### config.mk
export PLATFORM = sky130hd
export DESIGN_NAME = bus_response_mux
export DESIGN_NICKNAME = d
export VERILOG_FILES = /design/src/bus_pkg.sv /design/src/bus_response_mux.sv
export SDC_FILE = /design/constraint.sdc
export NUM_CORES = 1
export LEC_CHECK = 0
export ABC_AREA = 0
export BUFFER_PORTS_ARGS = -buffer_cell sky130_fd_sc_hd__clkbuf_2
export CORE_AREA = 2 2 117 119
export DETAILED_ROUTE_END_ITERATION = 8
export DIE_AREA = 0 0 119 121
export MAX_ROUTING_LAYER = met4
export SYNTH_ARGS = -nofsm -noshare
export SYNTH_HDL_FRONTEND = slang
export SYNTH_SLANG_ARGS = --single-unit
### constraint.sdc
create_clock -name vclk -period 1.4
set_input_delay 0.14 -clock vclk [all_inputs]
set_output_delay 0.14 -clock vclk [all_outputs]
set_load 0.005 [all_outputs]
### src/bus_pkg.sv
`default_nettype none

package bus_pkg;

	localparam int ADDR_W = 32;
	localparam int DATA_W = 32;

	typedef logic [ADDR_W-1:0] bus_addr_t;
	typedef logic [DATA_W-1:0] bus_data_t;

	// top nibble of the byte address names the slave
	localparam int REGION_MSB = 31;
	localparam int REGION_LSB = 28;
	localparam int REGION_W = REGION_MSB - REGION_LSB + 1;

	// regions the field can name, 16
	localparam int MAX_SLAVES = 1 << REGION_W;

	// byte offset bits below the word index
	localparam int WORD_LSB = 2;

	typedef logic [REGION_W-1:0] bus_region_t;

	// request broadcast to every slave
	typedef struct packed {
		logic      we;
		bus_addr_t adr;
		bus_data_t dat;
	} bus_req_t;

	// response of one slave, or the merged one
	typedef struct packed {
		bus_data_t dat;
		logic      ack;
	} bus_rsp_t;

	typedef enum logic [0:0] {
		SLV_IDLE,
		SLV_ACK
	} slave_state_t;

endpackage

`default_nettype wire
### src/bus_response_mux.sv
`timescale 1ns/1ns
`default_nettype none

module bus_response_mux import bus_pkg::*; #(
	parameter int SLAVE_COUNT = 8
) (
	input  logic [SLAVE_COUNT-1:0] cs_i,
	input  bus_rsp_t               rsp_i [SLAVE_COUNT],
	output bus_rsp_t               rsp_o
);

	logic [SLAVE_COUNT-1:0] ack_vec;
	bus_data_t              dat_merge;

	// gather the slave acks into one vector
	always_comb begin
		for (int i = 0; i < SLAVE_COUNT; i++) begin
			ack_vec[i] = rsp_i[i].ack;
		end
	end

	// and-or of the data under the chip selects
	always_comb begin
		dat_merge = '0;
		for (int i = 0; i < SLAVE_COUNT; i++) begin
			dat_merge = dat_merge | ({DATA_W{cs_i[i]}} & rsp_i[i].dat);
		end
	end

	assign rsp_o.dat = dat_merge;
	assign rsp_o.ack = |(ack_vec & cs_i);

	// a slave only acks while the master still points at it
	always_comb begin
		a_no_stray_ack: assert final ((ack_vec & ~cs_i) == '0)
			else $error("unselected slave raised ack");
	end

endmodule

`default_nettype wire

==> results.yml <==
final_layout:
  syn2layout_area_growth_pct: 90.1
  layout_common_cells: "clkbuf_2, a22oi_1, nand4_1, a22oi_2, buf_4"
  nFlopsAndLatches: 0
  seqCellArea_um2: 0
  final_common_cell: "clkbuf_2"
  clock_buffers: 0
  diodes: 0
  drive_gt1_frac: 0.723
  fillers: 1474
  nets: 757
routing:
  vias_per_cell: 4.69
  initialDrtViolationCount: 151
  vias: 3093
  ant_nets: 0
  drtPass1Iterations: 5
  drc: 0
  wirelength_mm: 10.3
  wire_per_inst_um: 15.7
critical_path:
  required_ns: 1.26
  critPathCaptureType: "output port"
  cp_max_fo: 19
  arrival_ns: 0.99
  cp-start-kind: "input pin"
  worstSetupPathType: "input pin to output port"
logic_synthesis:
  postSynthCellCount: 197
  syn_area_per_cell_um2: 8.64
  synth_top_area_frac: 0.446
  synth.area.top_cells: "a22oi_1, a22oi_2, buf_6, nand4_1, buf_4"
  synth.net_count: 469
  synth.distinct_cells: 5
  syn_area_um2: 1700
  ys_seq_area_frac: 0
  yosysTopAreaCell: "a22oi_1"
  yosys_warnings: 0
sta:
  clock.fmax_mhz: 888
  worst_pin_slew_ns: 0.308
  slew_violations: 0
  setup_slack_ns: 0.274
  hold_viol: 0
  rsz0062_at_grt: "false"
  tns_ns: 0
  setup_viol: 0
  fin_crit_sh: 0.804
  min_period_ns: 1.13
  relSlewSlack: 0.795
die:
  io_pins: 305
  die_h_um: 121
  core.rowCount: 42
  die_area_um2: 14400
  initial_core_util: 0.130
  die_w_um: 119
  fp.coreArea_um2: 13100
grt:
  grt_pass1_wl_mm: 15.3
  use_met3: 0.0188
  grt_start_max_net_pins: 34
  grt_util_met1: 0.158
  grt-ovfl-total: 0
  grt_pass1_vias: 3004
  track_usage: 0.133
  met2_usage: 0.245
  top_usage_layer: "met2"
  antenna_found_initial: 0
place:
  hpwl_mm: 8.82
  place_ws_ns: 0.302
  gp_congestion: 0.869
  port_buffers: 305
power:
  leakagePower_nw: 1.70
  power_density_nw_per_um2: 291
  vdd_drop_max_v: 0.000180
clock_network:
  post_cts_resized: 0
  cts_hold_buffers: 0
  postCtsSetupRepairBufs: 0
hold_path:
  hold_class: "input pin to output port"
outcome:
  outcome: "completed"
flow_run:
  maxCapViolations: 0
## worst paths after layout
kind	start	to	slack, ns	cells after the start
hold / removal	rsp_i[161]	rsp_o[29]	0.58	4
setup / recovery	cs_i[6]	rsp_o[2]	0.27	5
## worst max-delay path, stage by stage
cell	delay, ns
clkbuf_2	0.09
buf_4	0.20
a22oi_1	0.19
nand4_1	0.19
clkbuf_2	0.16
## cell type report
class | instances | area, µm² | area share
Multi-Input combinational cell | 165 | 1350 | 0.418
Timing Repair Buffer | 318 | 1660 | 0.514
Tap cell | 176 | 220 | 0.0681
## cell usage after synthesis
master / count
a22oi_1: 101
nand4_1: 33
a22oi_2: 31
buf_6: 29
buf_4: 3
## per-stage QoR
step | area (µm²) | util | hold slack, ns | total power [W] | cells
finish | 3230 | 0.247 | 0.576 | 0.000942 | 659
floorplan | 1700 | - | 0.396 | 0.000451 | 197
detailed placement | 3230 | 0.247 | 0.577 | 0.000939 | 659
CTS | 3230 | 0.247 | 0.578 | 0.000942 | 659
global route | 3230 | 0.247 | 0.600 | 0.00103 | 659
global placement | 3230 | 0.247 | 0.575 | 0.000936 | 659
## cells by family after synthesis
logic type / count (synthesis) / synth area share
compound gates: 132 / 0.674
simple gates: 33 / 0.121
buf+inv: 32 / 0.205
## layer usage
metal / share of wire / vias to the layer above
li1: - / 1464
met1: 0.38 / 1401
met2: 0.51 / 212
met3: 0.094 / 16
met4: 0.015 / 0
met5: 0 / -
## power breakdown
group	internal, W	switching [W]	total [W]	leakage (nW)
clock	0	0	0	0
sequential	0	0	0	0
combinational	0.000516	0.000426	0.000942	1.70
No activity file was read; power rests on OpenSTA's default activity.
