--- src/bus_pkg.sv ---
`default_nettype none

package bus_pkg;

	localparam int ADDR_W = 32;
	localparam int DATA_W = 32;

	typedef logic [ADDR_W-1:0] bus_addr_t;
	typedef logic [DATA_W-1:0] bus_data_t;

	// top nibble of the byte address names the slave
	localparam int REGION_MSB = 31;
	localparam int REGION_LSB = 28;
	localparam int REGION_W = REGION_MSB - REGION_LSB + 1;

	// regions the field can name, 16
	localparam int MAX_SLAVES = 1 << REGION_W;

	// byte offset bits below the word index
	localparam int WORD_LSB = 2;

	typedef logic [REGION_W-1:0] bus_region_t;

	// request broadcast to every slave
	typedef struct packed {
		logic      we;
		bus_addr_t adr;
		bus_data_t dat;
	} bus_req_t;

	// response of one slave, or the merged one
	typedef struct packed {
		bus_data_t dat;
		logic      ack;
	} bus_rsp_t;

	typedef enum logic [0:0] {
		SLV_IDLE,
		SLV_ACK
	} slave_state_t;

endpackage

`default_nettype wire
--- src/bus_slave_selector.sv ---
`timescale 1ns/1ns
`default_nettype none

module bus_slave_selector import bus_pkg::*; #(
	parameter int SLAVE_COUNT = 8
) (
	input  bus_addr_t              adr_i,
	input  logic                   stb_i,
	output logic [SLAVE_COUNT-1:0] cs_o,
	output logic                   adr_err_o
);

	bus_region_t region;
	logic        mapped;

	// the map has room for MAX_SLAVES regions only
	if ((SLAVE_COUNT < 1) || (SLAVE_COUNT > MAX_SLAVES)) begin : g_bad_count
		$error("SLAVE_COUNT must lie between 1 and %0d", MAX_SLAVES);
	end

	assign region = adr_i[REGION_MSB:REGION_LSB];

	// regions at or above the slave count have nothing behind them
	assign mapped = (int'(region) < SLAVE_COUNT);

	// one-hot decode, only while the master strobes
	always_comb begin
		cs_o = '0;
		for (int i = 0; i < SLAVE_COUNT; i++) begin
			cs_o[i] = stb_i && (int'(region) == i);
		end
	end

	// strobe into a hole in the map
	assign adr_err_o = stb_i && !mapped;

endmodule

`default_nettype wire

--- config.mk ---
export PLATFORM = sky130hd
export DESIGN_NAME = bus_slave_selector
export DESIGN_NICKNAME = d
export VERILOG_FILES = /design/src/bus_pkg.sv /design/src/bus_slave_selector.sv
export SDC_FILE = /design/constraint.sdc
export NUM_CORES = 1
export LEC_CHECK = 0
export ABC_AREA = 1
export BUFFER_PORTS_ARGS = -buffer_cell sky130_fd_sc_hd__buf_2
export CELL_PAD_IN_SITES_DETAIL_PLACEMENT = 0
export CELL_PAD_IN_SITES_GLOBAL_PLACEMENT = 1
export CORE_AREA = 8 8 45 47
export DETAILED_ROUTE_END_ITERATION = 7
export DIE_AREA = 0 0 53 55
export PLACE_DENSITY = 0.95
export SLEW_MARGIN = 20
export SYNTH_ARGS = -nofsm -noshare
export SYNTH_HDL_FRONTEND = slang
export SYNTH_SLANG_ARGS = --single-unit
--- constraint.sdc ---
create_clock -name vclk -period 0.8
set_input_delay 0.12 -clock vclk [all_inputs]
set_output_delay 0.12 -clock vclk [all_outputs]
set_load 0.005 [all_outputs]
==> results of run 1 <==
## cell type report
| class | count | area [sq um] |
|---|---|---|
| Inverter | 4 | 15.0 |
| Tap cell | 16 | 20.0 |
| Multi-Input combinational cell | 16 | 71.3 |
| Timing Repair Buffer | 14 | 78.8 |
| Fill cell | 156 | 1200 |
## worst paths after layout
path / cells past startpoint / start / endpoint / slack, ns
min: 4 / adr_i[31] / adr_err_o / 0.50
max: 5 / adr_i[30] / cs_o[0] / 0.06
## metal layers
metal	GRT usage	vias to the layer above
met2	0.0430	14
met4	0	0
met3	0.0134	0
met5	0	-
met1	0.0256	60
li1	-	85
## worst max-delay path, stage by stage
cell and delay (ns):
buf_4 0.12, nor2_2 0.08, nand2_2 0.08, nor2_1 0.10, buf_2 0.11
## logic make-up (layout without fill, tap and decap cells)
family / count (synthesis) / after routing / synth area share
AND/OR/NAND/NOR: 16 / 16 / 0.826
buffers and inverters: 4 / 18 / 0.174
## cell usage in the layout, fill, tap and decap left out
cell / synthesis / routed
buf_2: 0 / 12
buf_4: 0 / 1
buf_6: 0 / 1
inv_1: 4 / 4
nand2_1: 5 / 5
nand2_2: 1 / 1
nand3_2: 1 / 1
nor2_1: 8 / 8
nor2_2: 1 / 1
## per-stage QoR
step	worst slack, ns	instances	utilization
2_1_floorplan	0.297	20	-
3_3_place_gp	0.0564	50	0.127
3_5_place_dp	0.0370	50	0.127
4_1_cts	0.0323	50	0.127
5_1_grt	0.000299	50	0.134
6_report	0.0564	50	0.134
## power by group
group | switching, mW | total (mW) | internal, mW | leakage, nW
Combinational | 0.0317 | 0.0595 | 0.0277 | 0.123
Sequential | 0 | 0 | 0 | 0
Clock | 0 | 0 | 0 | 0
Total | 0.0317 | 0.0595 | 0.0277 | 0.123
==> results.md, run 1 <==
* Peak supply drop at 0.0000964 V
* Setup TNS at 0 ns
* Largest net degree at the start of global routing at 5
* Setup CP Type: primary input to output port
* Total Power at 0.0595 mW
* DR top layer: met3
* Ant diodes at 0
* Mean Syn Cell Area at 4.32 sq um
* Crit share post-route at 0.930
* Net count after synthesis at 53
* Synth Cell Area at 86.3 sq um
* Synth top area share at 0.348
* Area grow syn2layout at 114%
* Synth top cells by count: 8 x nor2_1, 5 x nand2_1, 4 x inv_1
* Die width at 53 microns
* Core region area at 1380 sq um
* DR iter-0 viols at 0
* WP data arrival at 0.62 ns
* Status: finished clean
* GRT Util Overall at 0.0240
* Area taken by flip-flops and latches at 0 sq um
* Setup violators final at 0
* Class of the worst hold path: primary input to output port
* Vias/cell at 3.18
* Synth Warn # at 0
* Worst hold margin at 0.497 ns
* Vias in the first global route at 146
* Max Cap Viol at 0
* Gp weighted congestion at 0.758
* Synth area leaders: nor2_1 35%, nand2_1 22%, inv_1 17%
* Drt total wl at 389 microns
* GRT Residual Overflow at 0
* Sequential cell count at 0
* Global-route wire length before repair at 565 microns
* Met3 WL at 106 microns
* Yosys cell types at 6
* Row cnt at 14
* Post-route minimum period at 0.744 ns
* I/O Buffers at 14
* Post-route ant nets at 0
* Fin. Hold Viols at 0
* Post-DP Area at 176 sq um
* Critical Path Start Type: primary input
* RSZ-0062 raised after global routing: no
* Leak pwr at 0.123 nW
* Critical Path RT at 0.68 ns
* Post-synthesis cell count at 20
* Worst-margin pin slew at 0.0995 ns
* Cell taking the most area after synthesis: nor2_1
* Worst-path maximum fanout at 4
* Initial antenna violation count at 0
* Crit path capture type: output port
* DP HPWL at 373 microns
* PostCTS Resize Cnt at 0
* Vias at 159
* Slew headroom at 0.933
* Cts hold-fix bufs at 0
* DIE AREA at 2920 sq um
* Max-slew violation count at 0
* Fraction of layout instances using a drive strength above 1 at 0.500
* Design area at 185 sq um
* Post-CTS Setup Bufs at 0
* Drt drc at 0
* Metal1 wirelength at 165 microns
* P per Cell Area at 321 nW/um^2
* Pre-antenna DRT Iters at 1
* Top Ports at 42
* Met2 wire length at 116 microns
* Clock buffers at 0
* Starting Density at 0.0624
* Top-count cell post-synth: nor2_1
* Die H at 55 microns
* Layout Nets at 69
* Fmax at 1.34 GHz
* WL per Instance at 7.78 microns
* Register area share after synthesis at 0
(Power assumes the default switching activity.)
==> run 2: changes to the inputs <==
==> constraint.sdc (replaced) <==
create_clock -name vclk -period 0.8
set_input_delay 0.16 -clock vclk [all_inputs]
set_output_delay 0.16 -clock vclk [all_outputs]
set_load 0.005 [all_outputs]
==> run 2 against run 1 <==
  * Non-clock buffer count did not move
  * Combinational power up 27%
  * Largest cell class unchanged
  * Cell count stayed put
  * Global-route usage is 0.054 points higher
  * Power up 27%
  * Cell area increased by 17%
  * Worst hold slack gained 0.096 ns
  * First-iteration DRC count grew 4
  * Core utilization increased by 2.3 points
==> results.md, run 2 (synthesized netlist as in run 1, its figures left out) <==
* Peak supply drop at 0.000111 V
* Crit path cell chain: buf_8 -> nor2_4 -> nand2_2 -> nor2_1 -> buf_2
* RSZ-0062 raised after global routing: yes
* Cts hold-fix bufs at 0
* GRT Util Overall at 0.0245
* Hold depth at 4
* Critical path's top delay family: simple AND/OR/NAND/NOR gates
* Setup violators final at 0
* Ant diodes at 0
* # placed instances at 50
* DIE AREA at 2920 sq um
* Post-route ant nets at 0
* Worst-path maximum fanout at 4
* Top Ports at 42
* WL per Instance at 7.82 microns
* Initial antenna violation count at 0
* Vias at 165
* Slowest CP cell: buf_2
* GRT Residual Overflow at 0
* Global-route wire length before repair at 579 microns
* Area grow syn2layout at 151%
* Layout Nets at 69
* Starting Density at 0.0624
* DR iter-0 viols at 4
* Max Cap Viol at 0
* WP data arrival at 0.63 ns
* Vias/cell at 3.30
* Most frequent cells in the layout: 12 x buf_2, 6 x nor2_1, 5 x nand2_1
* Fmax at 1.27 GHz
* Die width at 53 microns
* Clock buffers at 0
* Fin. Hold Viols at 0
* Min-Delay Startpoint: adr_i[31]
* Worst Path Buf+Inv at 2
* Fraction of layout instances using a drive strength above 1 at 0.588
* Fin cells at 50
* M3 GR Usage at 0.0134
* Vias in the first global route at 147
* Critical Path RT at 0.64 ns
* Met1 global-route usage at 0.0271
* Drt drc at 0
* Drt total wl at 391 microns
* Max-slew violation count at 0
* Total Power at 0.0758 mW
* Largest net degree at the start of global routing at 5
* Status: finished clean
* Class of the worst hold path: primary input to output port
* Crit share post-route at 0.983
* I/O Buffers at 14
* Leak pwr at 0.126 nW
* Crit path capture type: output port
* Pre-antenna DRT Iters at 2
* Setup CP Type: primary input to output port
* Worst-margin pin slew at 0.0934 ns
* P per Cell Area at 350 nW/um^2
* CP max stage delay at 0.11 ns
* Post-CTS Setup Bufs at 0
* Sequential cell count at 0
* Critical Path Start Type: primary input
* Area taken by flip-flops and latches at 0 sq um
* DP HPWL at 373 microns
* Most common cell after layout, fill and taps aside: buf_2
* Gp weighted congestion at 0.758
* M2 GR Usage at 0.0430
* Gr busiest metal: met2
* Row cnt at 14
* Die H at 55 microns
* Slew headroom at 0.938
* Sink of the worst hold path: adr_err_o
* Post-route minimum period at 0.786 ns
* Core region area at 1380 sq um
-- run 2: changes by cell type in the layout (fill, tap and decap cells not counted) --
cell / change
nand3_4: +1
buf_6: -1
nor2_1: -2
nor2_4: +1
inv_4: +1
nand3_2: -1
nor2_2: +1
buf_8: +2
inv_1: -1
buf_4: -1
-- run 2: how the worst max path moves through the flow --
stage,start,endpoint,cells after the start
2_1_floorplan,adr_i[31],cs_o[0],3
3_3_place_gp,adr_i[31],cs_o[1],5
3_5_place_dp,adr_i[31],cs_o[3],5
4_1_cts,adr_i[30],cs_o[3],5
5_1_grt,adr_i[30],cs_o[1],5
6_report,adr_i[30],cs_o[0],5
-- run 2: metal layers --
| layer | wire (microns) | vias up | share of wire |
|---|---|---|---|
| met5 | 0 | - | 0 |
| met3 | 105 | 0 | 0.27 |
| met2 | 129 | 14 | 0.33 |
| met1 | 156 | 64 | 0.40 |
| li1 | - | 87 | - |
| met4 | 0 | 0 | 0 |
-- run 2: layout make-up --
cell class,instances,area [sq um]
Tap cell,16,20.0
Fill cell,153,1170
Inverter,4,17.5
Multi-Input combinational cell,16,88.8
Timing Repair Buffer,14,90.1
-- run 2: power by group --
| group | leakage [nW] | internal [mW] | switching, mW |
|---|---|---|---|
| registers | 0 | 0 | 0 |
| logic | 0.126 | 0.0368 | 0.0390 |
| clock network | 0 | 0 | 0 |
| total | 0.126 | 0.0368 | 0.0390 |
-- run 2: stage by stage --
| stage | setup WS [ns] | TNS, ns | utilization | hold slack, ns | cell area (sq um) |
|---|---|---|---|---|---|
| finish | 0.0137 | 0 | 0.156 | 0.593 | 216 |
| global route | -0.0409 | -0.168 | 0.156 | 0.617 | 216 |
| CTS | -0.0210 | -0.0363 | 0.143 | 0.596 | 198 |
| detailed placement | -0.0430 | -0.209 | 0.127 | 0.622 | 176 |
| global placement | -0.0236 | -0.101 | 0.127 | 0.608 | 176 |
| floorplan | 0.217 | 0 | - | 0.392 | 86.3 |
-- run 2: what timing repair did --
| item | CTS | global route |
|---|---|---|
| pin swaps | 4 | 6 |
| gates resized for setup | 4 | 6 |
| endpoints found under the setup margin | 8 | 8 |
| hold endpoints to repair | 0 | 0 |
